<file path="config.mk">
export PLATFORM = sky130hd
export DESIGN_NAME = gen_top
export DESIGN_NICKNAME = d
export VERILOG_FILES = /design/src/logic/gen_dsp_pkg.sv /design/src/logic/gen_bus_pkg.sv /design/src/logic/gen_top.sv /design/src/logic/gen_mixer.sv /design/src/logic/gen_chan.sv /design/src/logic/gen_regs.sv
export SDC_FILE = /design/constraint.sdc
export NUM_CORES = 2
export LEC_CHECK = 0
export ABC_CLOCK_PERIOD_IN_PS = 5400
export CORE_UTILIZATION = 45
export DETAILED_ROUTE_END_ITERATION = 8
export DONT_BUFFER_PORTS = 1
export PLACE_DENSITY = 0.59
export SYNTH_ARGS = -nofsm -noshare
export SYNTH_HDL_FRONTEND = slang
export SYNTH_SLANG_ARGS = --single-unit
</file>
<file path="constraint.sdc">
create_clock -name bus -period 5.4 [get_ports bus]
set_input_delay 0.27 -clock bus [delete_from_list [all_inputs] [get_ports bus]]
set_output_delay 0.27 -clock bus [all_outputs]
set_load 0.01 [all_outputs]
</file>
<file path="src/logic/gen_dsp_pkg.sv">
// waveform generator datapath definitions
// channel count, table and phase geometry, sample and gain formats
`default_nettype none

package gen_dsp_pkg;

  localparam int NCH     = 2;
  // table index bits and phase fraction bits
  localparam int TBL_AW  = 4;
  localparam int PH_FW   = 8;
  localparam int PH_W    = TBL_AW + PH_FW;
  // sample and gain formats, gain is Q1.14
  localparam int SMP_W   = 14;
  localparam int GAIN_W  = 16;
  localparam int GAIN_FW = 14;
  localparam int CYC_W   = 16;
  // product after the fraction shift, then one guard bit for dc
  localparam int MUL_W   = SMP_W + GAIN_W - GAIN_FW;
  localparam int ACC_W   = MUL_W + 1;
  // mixer sum width
  localparam int MIX_W   = SMP_W + $clog2(NCH);

  typedef logic        [PH_W-1:0]   phase_t;
  typedef logic        [TBL_AW-1:0] tbl_addr_t;
  typedef logic signed [SMP_W-1:0]  sample_t;
  typedef logic signed [GAIN_W-1:0] gain_t;
  typedef logic        [CYC_W-1:0]  cycles_t;

  // saturation limits of the DAC range
  localparam sample_t SMP_MAX = sample_t'(2**(SMP_W-1) - 1);
  localparam sample_t SMP_MIN = sample_t'(-(2**(SMP_W-1)));

endpackage

`default_nettype wire

</file>
<file path="src/logic/gen_bus_pkg.sv">
// waveform generator bus side definitions
// AXI4-Lite address and data types, response codes and the register map
`default_nettype none

package gen_bus_pkg;

  //////////////////////////////////////////////////////////////////////
  // bus widths
  //////////////////////////////////////////////////////////////////////

  localparam int ADDR_W = 12;
  localparam int DATA_W = 32;

  typedef logic [ADDR_W-1:0] addr_t;
  typedef logic [DATA_W-1:0] data_t;
  typedef logic [1:0]        resp_t;

  // only OKAY is ever returned
  localparam resp_t RESP_OKAY = 2'b00;

  //////////////////////////////////////////////////////////////////////
  // register map
  //////////////////////////////////////////////////////////////////////

  // global control and status
  localparam addr_t REG_CTRL   = 12'h000;
  localparam addr_t REG_STAT   = 12'h004;
  localparam addr_t REG_IRQ_EN = 12'h008;

  // per-channel register block
  localparam addr_t CH_BASE    = 12'h020;
  localparam addr_t CH_STRIDE  = 12'h020;
  // offsets inside one channel block
  localparam addr_t CH_STEP    = 12'h000;
  localparam addr_t CH_PHASE   = 12'h004;
  localparam addr_t CH_GAIN    = 12'h008;
  localparam addr_t CH_DC      = 12'h00c;
  localparam addr_t CH_CYC     = 12'h010;

  // waveform tables, one word per entry
  localparam addr_t TBL_BASE   = 12'h100;
  localparam addr_t TBL_STRIDE = 12'h040;

endpackage

`default_nettype wire
</file>
<file path="src/logic/gen_top.sv">
// two channel arbitrary waveform generator
// register block, one generator per channel and the output mixer
`timescale 1ns/1ps
`default_nettype none

module gen_top (
  input  logic                 bus,
  input  logic                 rst_n,
  // AXI4-Lite slave
  input  logic                 awvalid,
  input  gen_bus_pkg::addr_t   awaddr,
  output logic                 awready,
  input  logic                 wvalid,
  input  gen_bus_pkg::data_t   wdata,
  output logic                 wready,
  output logic                 bvalid,
  input  logic                 bready,
  output gen_bus_pkg::resp_t   bresp,
  input  logic                 arvalid,
  input  gen_bus_pkg::addr_t   araddr,
  output logic                 arready,
  output logic                 rvalid,
  output gen_bus_pkg::data_t   rdata,
  output gen_bus_pkg::resp_t   rresp,
  input  logic                 rready,
  // DAC and interrupt
  output gen_dsp_pkg::sample_t dac,
  output logic                 dac_vld,
  output logic                 irq
);
  import gen_dsp_pkg::*;

  // per-channel settings
  logic [NCH-1:0] run;
  logic [NCH-1:0] done;
  phase_t         step   [NCH];
  phase_t         phase0 [NCH];
  gain_t          gain   [NCH];
  sample_t        dc     [NCH];
  cycles_t        cycles [NCH];
  // table write port
  logic [NCH-1:0] tbl_we;
  tbl_addr_t      tbl_addr;
  sample_t        tbl_data;
  // channel outputs
  sample_t        smp    [NCH];
  logic [NCH-1:0] smp_vld;

  gen_regs u_regs (
    .bus      (bus),
    .rst_n    (rst_n),
    .awvalid  (awvalid),
    .awaddr   (awaddr),
    .awready  (awready),
    .wvalid   (wvalid),
    .wdata    (wdata),
    .wready   (wready),
    .bvalid   (bvalid),
    .bready   (bready),
    .bresp    (bresp),
    .arvalid  (arvalid),
    .araddr   (araddr),
    .arready  (arready),
    .rvalid   (rvalid),
    .rdata    (rdata),
    .rresp    (rresp),
    .rready   (rready),
    .done     (done),
    .run      (run),
    .step     (step),
    .phase0   (phase0),
    .gain     (gain),
    .dc       (dc),
    .cycles   (cycles),
    .tbl_we   (tbl_we),
    .tbl_addr (tbl_addr),
    .tbl_data (tbl_data),
    .irq      (irq)
  );

  // one generator per channel
  for (genvar i = 0; i < NCH; i++) begin : g_chan
    gen_chan u_chan (
      .bus      (bus),
      .rst_n    (rst_n),
      .run      (run[i]),
      .step     (step[i]),
      .phase0   (phase0[i]),
      .gain     (gain[i]),
      .dc       (dc[i]),
      .cycles   (cycles[i]),
      .tbl_we   (tbl_we[i]),
      .tbl_addr (tbl_addr),
      .tbl_data (tbl_data),
      .smp      (smp[i]),
      .smp_vld  (smp_vld[i]),
      .done     (done[i])
    );
  end

  gen_mixer u_mixer (
    .bus     (bus),
    .rst_n   (rst_n),
    .smp     (smp),
    .smp_vld (smp_vld),
    .dac     (dac),
    .dac_vld (dac_vld)
  );

endmodule

`default_nettype wire

</file>
<file path="src/logic/gen_mixer.sv">
// channel mixer
// adds the valid channel samples, clamps to the 14-bit DAC range and
// registers the result with its strobe
`timescale 1ns/1ps
`default_nettype none

module gen_mixer (
  input  logic                          bus,
  input  logic                          rst_n,
  input  gen_dsp_pkg::sample_t          smp [gen_dsp_pkg::NCH],
  input  logic [gen_dsp_pkg::NCH-1:0]   smp_vld,
  output gen_dsp_pkg::sample_t          dac,
  output logic                          dac_vld
);
  import gen_dsp_pkg::*;

  logic signed [MIX_W-1:0] acc;
  sample_t                 sat;

  // idle channels count as zero
  always_comb begin
    acc = '0;
    for (int i = 0; i < NCH; i++) begin
      if (smp_vld[i])
        acc = acc + MIX_W'(smp[i]);
    end
  end

  // clamp to the DAC range
  always_comb begin
    if (acc > MIX_W'(SMP_MAX))
      sat = SMP_MAX;
    else if (acc < MIX_W'(SMP_MIN))
      sat = SMP_MIN;
    else
      sat = sample_t'(acc);
  end

  always_ff @(posedge bus) begin
    dac <= sat;
  end

  // strobe when any channel delivered
  always_ff @(posedge bus) begin
    if (!rst_n)
      dac_vld <= 1'b0;
    else
      dac_vld <= |smp_vld;
  end

endmodule

`default_nettype wire

</file>
<file path="src/logic/gen_chan.sv">
// one waveform generator channel
// table memory, phase accumulator with burst period counter, and a
// three stage pipeline computing sat(table * gain + dc)
`timescale 1ns/1ps
`default_nettype none

module gen_chan (
  input  logic                   bus,
  input  logic                   rst_n,
  input  logic                   run,
  input  gen_dsp_pkg::phase_t    step,
  input  gen_dsp_pkg::phase_t    phase0,
  input  gen_dsp_pkg::gain_t     gain,
  input  gen_dsp_pkg::sample_t   dc,
  input  gen_dsp_pkg::cycles_t   cycles,
  input  logic                   tbl_we,
  input  gen_dsp_pkg::tbl_addr_t tbl_addr,
  input  gen_dsp_pkg::sample_t   tbl_data,
  output gen_dsp_pkg::sample_t   smp,
  output logic                   smp_vld,
  output logic                   done
);
  import gen_dsp_pkg::*;

  sample_t                   tbl [2**TBL_AW];
  // phase control
  logic                      run_q;
  logic                      halted;
  logic                      first;
  logic                      act;
  logic                      wrap;
  logic [PH_W:0]             ph_sum;
  phase_t                    ph;
  phase_t                    ph_cur;
  tbl_addr_t                 rd_idx;
  cycles_t                   wraps;
  // pipeline
  sample_t                   rd_smp;
  logic                      rd_vld;
  logic signed [SMP_W+GAIN_W-1:0] prod;
  logic signed [MUL_W-1:0]   mul_q;
  logic                      mul_vld;
  logic signed [ACC_W-1:0]   sum;
  sample_t                   sat;

  // waveform table, written from the bus
  always_ff @(posedge bus) begin
    if (tbl_we)
      tbl[tbl_addr] <= tbl_data;
  end

  //////////////////////////////////////////////////////////////////////
  // phase accumulator
  //////////////////////////////////////////////////////////////////////

  // rising edge of run restarts from phase0
  assign first  = run & ~run_q;
  // no addressing once the burst is over
  assign act    = run & ~halted;
  assign ph_sum = {1'b0, ph} + {1'b0, step};
  // carry out of the 12-bit add
  assign wrap   = ph_sum[PH_W] & ~first;
  assign ph_cur = first ? phase0 : ph_sum[PH_W-1:0];
  // integer part picks the entry
  assign rd_idx = ph_cur[PH_W-1:PH_FW];

  // last wrap of a burst, that cycle's sample still goes out
  assign done = act & wrap & (cycles != '0) & (cycles_t'(wraps + 1'b1) == cycles);

  always_ff @(posedge bus) begin
    if (!rst_n) begin
      run_q  <= 1'b0;
      halted <= 1'b0;
      ph     <= '0;
      wraps  <= '0;
    end else begin
      run_q <= run;
      if (!run)
        halted <= 1'b0;
      else if (done)
        halted <= 1'b1;
      if (act)
        ph <= ph_cur;
      // period counter
      if (first)
        wraps <= '0;
      else if (act && wrap)
        wraps <= wraps + 1'b1;
    end
  end

  //////////////////////////////////////////////////////////////////////
  // transform pipeline
  //////////////////////////////////////////////////////////////////////

  assign prod = rd_smp * gain;
  // sign extend both terms before adding dc
  assign sum  = ACC_W'(mul_q) + ACC_W'(dc);

  always_comb begin
    if (sum > ACC_W'(SMP_MAX))
      sat = SMP_MAX;
    else if (sum < ACC_W'(SMP_MIN))
      sat = SMP_MIN;
    else
      sat = sample_t'(sum);
  end

  // data stages
  always_ff @(posedge bus) begin
    rd_smp <= tbl[rd_idx];
    // drop the Q14 fraction
    mul_q  <= MUL_W'(prod >>> GAIN_FW);
    smp    <= sat;
  end

  // valid stages, drain after run falls
  always_ff @(posedge bus) begin
    if (!rst_n) begin
      rd_vld  <= 1'b0;
      mul_vld <= 1'b0;
      smp_vld <= 1'b0;
    end else begin
      rd_vld  <= act;
      mul_vld <= rd_vld;
      smp_vld <= mul_vld;
    end
  end

endmodule

`default_nettype wire

</file>
<file path="src/logic/gen_regs.sv">
// waveform generator register block
// AXI4-Lite slave with control, sticky status, irq mask, per-channel
// settings, and the write port into the channel waveform tables
`timescale 1ns/1ps
`default_nettype none

module gen_regs (
  input  logic                                bus,
  input  logic                                rst_n,
  // write address and data
  input  logic                                awvalid,
  input  gen_bus_pkg::addr_t                  awaddr,
  output logic                                awready,
  input  logic                                wvalid,
  input  gen_bus_pkg::data_t                  wdata,
  output logic                                wready,
  // write response
  output logic                                bvalid,
  input  logic                                bready,
  output gen_bus_pkg::resp_t                  bresp,
  // read address and data
  input  logic                                arvalid,
  input  gen_bus_pkg::addr_t                  araddr,
  output logic                                arready,
  output logic                                rvalid,
  output gen_bus_pkg::data_t                  rdata,
  output gen_bus_pkg::resp_t                  rresp,
  input  logic                                rready,
  // channel side
  input  logic    [gen_dsp_pkg::NCH-1:0]      done,
  output logic    [gen_dsp_pkg::NCH-1:0]      run,
  output gen_dsp_pkg::phase_t                 step   [gen_dsp_pkg::NCH],
  output gen_dsp_pkg::phase_t                 phase0 [gen_dsp_pkg::NCH],
  output gen_dsp_pkg::gain_t                  gain   [gen_dsp_pkg::NCH],
  output gen_dsp_pkg::sample_t                dc     [gen_dsp_pkg::NCH],
  output gen_dsp_pkg::cycles_t                cycles [gen_dsp_pkg::NCH],
  // shared table write port
  output logic    [gen_dsp_pkg::NCH-1:0]      tbl_we,
  output gen_dsp_pkg::tbl_addr_t              tbl_addr,
  output gen_dsp_pkg::sample_t                tbl_data,
  output logic                                irq
);
  import gen_bus_pkg::*;
  import gen_dsp_pkg::*;

  // word aligned addresses
  addr_t          wa;
  addr_t          ra;
  logic           wr_acc;
  logic           rd_acc;
  // sticky done bits and interrupt mask
  logic [NCH-1:0] stat;
  logic [NCH-1:0] irq_en;
  data_t          rd_mux;

  // offset of an address inside channel c's register block
  function automatic addr_t ch_off(addr_t a, int c);
    return addr_t'(a - addr_t'(CH_BASE + c * CH_STRIDE));
  endfunction

  // offset inside channel c's table window
  function automatic addr_t tbl_off(addr_t a, int c);
    return addr_t'(a - addr_t'(TBL_BASE + c * TBL_STRIDE));
  endfunction

  //////////////////////////////////////////////////////////////////////
  // handshakes
  //////////////////////////////////////////////////////////////////////

  assign wa = {awaddr[ADDR_W-1:2], 2'b00};
  assign ra = {araddr[ADDR_W-1:2], 2'b00};

  // write needs both channels and no pending response
  assign wr_acc  = awvalid & wvalid & ~bvalid;
  assign awready = wr_acc;
  assign wready  = wr_acc;
  assign rd_acc  = arvalid & ~rvalid;
  assign arready = rd_acc;

  assign bresp = RESP_OKAY;
  assign rresp = RESP_OKAY;

  always_ff @(posedge bus) begin
    if (!rst_n) begin
      bvalid <= 1'b0;
      rvalid <= 1'b0;
    end else begin
      // hold until the master takes it
      if (wr_acc)
        bvalid <= 1'b1;
      else if (bready)
        bvalid <= 1'b0;
      if (rd_acc)
        rvalid <= 1'b1;
      else if (rready)
        rvalid <= 1'b0;
    end
  end

  //////////////////////////////////////////////////////////////////////
  // table write port, lands with the register writes
  //////////////////////////////////////////////////////////////////////

  // table windows are aligned, so the low address bits pick the entry
  assign tbl_addr = wa[TBL_AW+1:2];
  assign tbl_data = sample_t'(wdata);

  always_comb begin
    for (int c = 0; c < NCH; c++) begin
      tbl_we[c] = wr_acc && (tbl_off(wa, c) < TBL_STRIDE);
    end
  end

  //////////////////////////////////////////////////////////////////////
  // register writes
  //////////////////////////////////////////////////////////////////////

  always_ff @(posedge bus) begin
    if (!rst_n) begin
      run    <= '0;
      stat   <= '0;
      irq_en <= '0;
      irq    <= 1'b0;
      for (int c = 0; c < NCH; c++) begin
        step[c]   <= '0;
        phase0[c] <= '0;
        gain[c]   <= '0;
        dc[c]     <= '0;
        cycles[c] <= '0;
      end
    end else begin
      // a finished burst drops its enable, even against a write
      if (wr_acc && wa == REG_CTRL)
        run <= wdata[NCH-1:0] & ~done;
      else
        run <= run & ~done;
      // write 1 to clear, new done wins
      if (wr_acc && wa == REG_STAT)
        stat <= (stat & ~wdata[NCH-1:0]) | done;
      else
        stat <= stat | done;
      if (wr_acc && wa == REG_IRQ_EN)
        irq_en <= wdata[NCH-1:0];
      // per-channel settings
      for (int c = 0; c < NCH; c++) begin
        if (wr_acc && ch_off(wa, c) < CH_STRIDE) begin
          case (ch_off(wa, c))
            CH_STEP:  step[c]   <= phase_t'(wdata);
            CH_PHASE: phase0[c] <= phase_t'(wdata);
            CH_GAIN:  gain[c]   <= gain_t'(wdata);
            CH_DC:    dc[c]     <= sample_t'(wdata);
            CH_CYC:   cycles[c] <= cycles_t'(wdata);
            default: ;
          endcase
        end
      end
      // registered interrupt
      irq <= |(stat & irq_en);
    end
  end

  //////////////////////////////////////////////////////////////////////
  // read mux, fields zero extended
  //////////////////////////////////////////////////////////////////////

  always_comb begin
    rd_mux = '0;
    case (ra)
      REG_CTRL:   rd_mux = data_t'(run);
      REG_STAT:   rd_mux = data_t'(stat);
      REG_IRQ_EN: rd_mux = data_t'(irq_en);
      default: ;
    endcase
    for (int c = 0; c < NCH; c++) begin
      if (ch_off(ra, c) < CH_STRIDE) begin
        case (ch_off(ra, c))
          CH_STEP:  rd_mux = data_t'(step[c]);
          CH_PHASE: rd_mux = data_t'(phase0[c]);
          // signed fields, no sign extension on readback
          CH_GAIN:  rd_mux = data_t'($unsigned(gain[c]));
          CH_DC:    rd_mux = data_t'($unsigned(dc[c]));
          CH_CYC:   rd_mux = data_t'(cycles[c]);
          default: ;
        endcase
      end
    end
  end

  // read data held with rvalid
  always_ff @(posedge bus) begin
    if (rd_acc)
      rdata <= rd_mux;
  end

endmodule

`default_nettype wire

</file>
# After elaboration in Yosys (flattened, before gate mapping)
# Memories as Yosys holds them, arrays and structs flattened. A register that Yosys moved wholly into a read port is not among the register bits.
# Index checks and enable logic that the tools add are counted.
[op_classes]
bitwise_logic = 32
order_cmp = 12
mux = 22
n_eq_ne = 22
n_reduce_logical = 35
n_addsub = 13
mul = 2
[op_table]
columns = ["cell", "count"]
rows = [
  ["$pmux 32 s5", 1],
  ["$eq 12x4->1 const B", 8],
  ["$pmux 16 s5", 1],
  ["$logic_not 12->1", 6],
  ["$mux 32", 2],
  ["$mul 14x16->30", 2],
  ["$eq 12x3->1 const B", 4],
  ["$eq 12x5->1 const B", 4],
  ["$lt 12x6->1 const B", 4],
  ["$mux 14", 3],
  ["$add 16x14->17", 2],
  ["$gt 17x14->1 const B", 2],
  ["$lt 17x14->1 const B", 2],
  ["$add 16x1->16 const B", 2],
  ["$eq 16x16->1", 2],
  ["$reduce_bool 16->1", 2],
  ["$mux 15", 2],
  ["$add 12x12->13", 2],
  ["$lt 12x7->1 const B", 2],
  ["$mux 12", 2],
  ["$reduce_and 2->1", 12],
  ["$sub 12x6->12 const B", 2],
  ["$sub 12x7->12 const B", 2],
  ["$sub 12x9->12 const B", 2],
  ["other kinds (16)", 65],
]
[totals]
inputBits = 63
mem_bits_rw = 448
output_inout_bits = 57
mem_count = 2
register_bits = 322
[memory_table]
columns = ["memory", "depth", "word_bits", "rd", "rd_clocked_by_memory_dff", "wr", "line", "text"]
rows = [
  ["g_chan[0].u_chan.tbl", 16, 14, 1, 1, 1, "gen_chan.sv:25", "sample_t tbl [2**TBL_AW];"],
  ["g_chan[1].u_chan.tbl", 16, 14, 1, 1, 1, "gen_chan.sv:25", ""],
]

# Longest topological paths before layout
[depth]
depth_word = 10
depth_mapped = 24
ltp_nobuf = 23

# Modules after synthesis
# Synthesis repeated with hierarchy kept, for this count alone.
[hier_totals]
cells_unflattened = 4454
area_unflattened_um2 = 51230.4
[by_module_without_submodules]
columns = ["mod", "area_each_um2", "instances", "seq_area_each_um2", "cells_each"]
rows = [
  ["gen_chan (g_chan[0].u_chan)", 20697.4, 1, 8267.9, 1700],
  ["gen_chan (g_chan[1].u_chan)", 20627.3, 1, 8267.9, 1676],
  ["gen_regs", 7796.2, 1, 3463.3, 797],
  ["gen_mixer", 2109.5, 1, 300.3, 281],
]

# Worst setup path before layout
# No wires, ideal clock.
[synth_timing]
path_kind = "reg2reg"
from = "reg u_regs.gain[31] (netlist name)"
to = "reg g_chan[0].u_chan.mul_q[15]"
synth_period_minus_slack_ns = 5.960
slack_ns = -0.560
stages_incl_launch_ff = 23
arrival_time_ns = 5.888
path_buffers = 1
path_cell_list = "dfxtp_1 -> clkbuf_1 -> nand2_1 -> fa_1 -> inv_1 -> fa_1 -> inv_1 -> fa_1 -> inv_1 -> fa_1 -> inv_1 -> fa_1 -> fa_1 -> inv_1 -> ha_1 -> a21o_1 -> a21o_1 -> a21oi_1 -> o31ai_1 -> o41a_1 -> a21o_1 -> a21oi_1 -> xnor2_1"
[synth_between]
elab_chain_cells = 1
[synth_rtl]
columns = ["item", "line", "text"]
rows = [
  ["from (decl)", "gen_regs.sv:34", "output gen_dsp_pkg::gain_t gain [gen_dsp_pkg::NCH],"],
  ["from (signal, indexed assignment)", "gen_regs.sv:150", "CH_GAIN: gain[c] <= gain_t'(wdata);"],
  ["$mul 14x16->30", "gen_chan.sv:96", "assign prod = rd_smp * gain;"],
  ["net g_chan[0].u_chan.prod[29]", "gen_chan.sv:40", "logic signed [SMP_W+GAIN_W-1:0] prod;"],
  ["to (signal assigned)", "gen_chan.sv:113", "mul_q <= MUL_W'(prod >>> GAIN_FW);"],
  ["to (decl)", "gen_chan.sv:41", "logic signed [MUL_W-1:0] mul_q;"],
]
# The timed path passes the listed nets, and every way through them passes these cells.
# A chain may end at the register's enable or synchronous reset.

# Final worst setup path
[layout_timing]
from = "reg u_regs.gain[21] (netlist name)"
to = "reg g_chan[0].u_chan.mul_q[15]"
# The elaborated chain is that of the path after synthesis.

==> flow_summary.json <==
{
  "outcome": "complete, but fails checks",
  "violations": "negative setup slack",
  "synth_cells": 4333,
  "via_count_of_the_first_global_routing_pass": 33357,
  "worstSetupStartpointType": "flip-flop",
  "clock-root-buffer": "clkbuf_16",
  "synth.top_cell.area_share_pct": 27.8,
  "synth.avg_cell_area_um2": 11.6,
  "number_of_antenna_violations_at_the_first_check_in_global_routing": 7,
  "grtUsageMet2_pct": 35.8,
  "post_synthesis_compound_gate_area_fraction_pct": 5.87,
  "worst-r2r-cell-count": 19,
  "die_area_mm2": 0.113,
  "routed-via-count": 32279,
  "finalSetupViolations": 26,
  "timing.slew.headroom_pct": 17.1,
  "synth_edf_count": 464,
  "floorplan.core_area_mm2": 0.111,
  "leakage_nw": 24.4,
  "global_route.usage.total_pct": 22.9,
  "reg2reg_slack_ps": -580,
  "final_period_minus_worst_setup_slack_ps": 5980,
  "placed_area_mm2": 0.0538,
  "clock_insertion_delay_worst_skew_ps": 660,
  "synth_seq_area_share_pct": 40.5,
  "cts_sinks": 782,
  "port-buffer-count": 0,
  "synth.ff_latch_count": 782,
  "area_share_of_and_or_nand_nor_cells_after_synthesis_pct": 11.7,
  "number_of_buffers_created_by_cts": 85,
  "drt_first_iter_violations": 2515,
  "fill_cell_count": 9646,
  "worst_path_max_delay_cell": "fa_1",
  "synth-async-reset-ratio_pct": 0,
  "avgRoutedWirePerCell_um": 20.5,
  "globalRouteMet1Util_pct": 32.3,
  "die_height_um": 336,
  "die_x_um": 336,
  "detail_route.wirelength_mm": 127,
  "drc": 0,
  "setup_total_negative_slack_ps": -6750,
  "arrival_ps": 6560,
  "crit_path_cell_trace": "and2_4, fa_1, inv_2, fa_1, inv_2, fa_1, fa_1, fa_1, fa_1, ha_4, o21a_1, or4_1, a31oi_1, a31o_2, o31ai_4, o41a_1, a21o_1, a21oi_2, xnor2_1",
  "rows": 122,
  "initial_utilization_pct": 45.3,
  "relative_contribution_of_sequential_cells_to_total_power_pct": 51.1,
  "critical_path_cell_count": 19,
  "power_report.internal_total_mw": 9.74,
  "timing.final.max_slew_violations": 0,
  "antenna-diode-count": 0,
  "fin_crit_sh_pct": 111,
  "r2r-end": "g_chan[0].u_chan.mul_q[15]",
  "grt_first_pass_wirelength_mm": 196,
  "synth_top_cells_by_area": "edfxtp_1 28%, fa_1 18%, dfxtp_1 13%, mux2i_1 7.3%, ha_1 5.2%",
  "area.growth.synth_to_final_pct": 16.4,
  "grt_setup_unrepaired": "yes",
  "critical_path_required_ps": 5980,
  "final_hold_viol_count": 0,
  "synth_top_family_by_area": "adder cells",
  "post_synth_fa_ha_maj_area_fraction_pct": 22.9,
  "hpwl_mm": 90.7,
  "cts.clk_slew.worst_paths_ps": 60,
  "htree_levels": 3,
  "cts_buffer_depth": 3,
  "tightestPinTransition_ps": 1240,
  "timing_worst_setup_path_type": "flip-flop to flip-flop",
  "design.final.nets": 5331,
  "timing.critical_path.max_delay_family": "adder cells",
  "critical_path.endpoint_type": "flip-flop",
  "ant_nets_after_route": 0,
  "hold_class": "primary input to flip-flop",
  "grt_overflow": 0,
  "finalWorstSetupSlack_ps": -576,
  "pwr-share-comb_pct": 2.1,
  "maximum_number_of_pins_on_one_net_before_global_route_repair": 179,
  "p_sw_share_pct": 21.2,
  "timing.critical_path.mode_cell": "fa_1",
  "crit_end": "g_chan[0].u_chan.mul_q[15]",
  "maxCapViolCount": 0,
  "synth.area.mux_share_pct": 10.3,
  "avgViaCountPerCell": 5.23,
  "final_cell_area_mm2": 0.0583,
  "whs_path_depth": 2,
  "critical_r2r_launch": "u_regs.gain[21]",
  "dr.pass1.iters": 6,
  "power-per-cell-area_mw_per_mm2": 212,
  "post_synth_xor_area_fraction_pct": 3.01,
  "cts_tree": "built",
  "number_of_warnings_reported_in_the_yosys_synthesis_log": 0,
  "vdd_drop_max_v": 0.000262,
  "slowest_delay_ps": 600,
  "primary_ff_master_synth": "edfxtp_1",
  "maximum_fanout_encountered_on_the_critical_timing_path": 3,
  "design.portCount": 120,
  "power.share.clock_pct": 46.8,
  "fin_skew_ps": 16.9,
  "max_freq_mhz": 167,
  "synth_area_mm2": 0.0501,
  "synth_cell_types": 77,
  "path_buf_inv": 2,
  "globalRouteMet3Util_pct": 4.17,
  "place_congestion": 0.897,
  "yosys.area.top_type": "edfxtp_1",
  "netSwitchingPower_mw": 2.62,
  "grt.busiest_layer": "met2",
  "critical_path.startpoint": "u_regs.gain[21]",
  "layout-drive-gt1-share_pct": 16.1
}
-- synth_stat cells (19+ instances only) --
master    count
inv_1       491
edfxtp_1    464
fa_1        441
mux2i_1     363
nand2_1     354
dfxtp_1     318
and2_1      254
ha_1        210
nor2_1      173
nor2b_1     148
clkbuf_1    140
xnor2_1     116
o21ai_0     107
a21oi_1      86
mux4_2       68
xor2_1       56
nand3_1      52
nor3_1       44
nand2b_1     38
a21boi_0     34
buf_4        27
buf_2        26
and3_1       22
a21o_1       20
o21a_1       19
-- flip-flops by register name, summed over array words and instances (netlist names), 28 cells and up --
name and count:
u_regs.dc 28, u_regs.cycles 32, g_chan.u_chan.wraps 32, g_chan.u_chan.smp 28, u_regs.gain 32, g_chan.u_chan.rd_smp 28
g_chan.u_chan.mul_q 32, g_chan.u_chan.tbl 448
-- routing by layer --
| metal | routed length [um] | vias up |
|---|---|---|
| met2 | 57500 | 802 |
| met4 | 3640 | 4 |
| met3 | 7520 | 193 |
| li1 | - | 15176 |
| met5 | 39 | - |
| met1 | 58000 | 16104 |
-- power groups by stage --
stage                     combinational, mW  sequential [mW]  clock [mW]
after floorplan                       0.110             6.45           0
after global placement               0.0801             6.45           0
after detailed placement             0.0809             6.45           0
after CTS                             0.256             6.32        5.91
after global routing                  0.270             6.31        6.13
final                                 0.257             6.32        5.79
-- how the worst min path moves through the flow --
stage               slack (ps)      start                    endpoint
finish                      40  awaddr[3]  g_chan[1].u_chan.tbl[4][6]
global route                10  awaddr[3]  g_chan[1].u_chan.tbl[4][8]
CTS                          4  araddr[4]             u_regs.rdata[0]
detailed placement         370   wdata[3]  g_chan[0].u_chan.tbl[8][3]
global placement           370   wdata[3]  g_chan[0].u_chan.tbl[8][3]
floorplan                  370   wdata[0]  g_chan[0].u_chan.tbl[0][0]
-- cell type report --
| class | count | area [um^2] | area share, % |
|---|---|---|---|
| Multi-Input combinational cell | 2866 | 27800 | 47.7 |
| Sequential cell | 782 | 20400 | 35.0 |
| Timing Repair Buffer | 390 | 3600 | 6.17 |
| Clock buffer | 112 | 2300 | 3.94 |
| Tap cell | 1488 | 1860 | 3.19 |
| Inverter | 492 | 1850 | 3.17 |
| Clock inverter | 43 | 469 | 0.804 |
-- stage by stage --
| stage | std cells | util [%] | hold WS [ps] | setup WS (ps) | total power, mW |
|---|---|---|---|---|---|
| after floorplan | 4352 | - | 369 | -317 | 6.56 |
| after global placement | 5941 | 48.7 | 374 | -812 | 6.53 |
| after detailed placement | 5941 | 48.7 | 373 | -835 | 6.54 |
| after CTS | 6157 | 52.3 | 4.39 | -642 | 12.5 |
| after global routing | 6173 | 52.8 | 9.64 | -795 | 12.7 |
| final | 6173 | 52.8 | 41.1 | -576 | 12.4 |
-- cell families (layout without fill, tap and decap cells) --
kind of cell | count (synthesis) | after routing
simple gates | 1156 | 1156
flops | 782 | 782
buf+inv | 704 | 1037
fa+ha+maj | 651 | 651
compound gates | 435 | 435
mux | 432 | 432
xor+xnor | 172 | 172
other cells | 1 | 20
-- worst reg2reg max path, stage by stage (launching register included) --
cell and delay (ps):
dfxtp_4 350, and2_4 160, fa_1 540, inv_2 40, fa_1 520, inv_2 50
fa_1 500, fa_1 600, fa_1 450, fa_1 560, ha_4 210, o21a_1 170
or4_1 390, a31oi_1 230, a31o_2 200, o31ai_4 80, o41a_1 360, a21o_1 220
a21oi_2 160, xnor2_1 130
-- cell usage in the layout (no fill, tap or decap), types with 68 or more instances in the layout --
master and n:
mux4_2 68, nor2_1 164, buf_4 310, fa_1 431
ha_1 195, inv_1 478, a21oi_1 69, o21ai_0 99
and2_1 239, xnor2_1 108, clkbuf_16 86, nor2b_1 146
dfxtp_1 274, mux2i_1 363, edfxtp_1 464, nand2_1 350
-- timing repair --
action,in CTS,in global routing
pin swaps,76,86
buffers inserted,25,20
resized for setup,103,101
hold buffers,38,0
setup endpoints to repair,29,31
endpoints found under the hold margin,646,0
No activity file was read; power rests on OpenSTA's default activity.
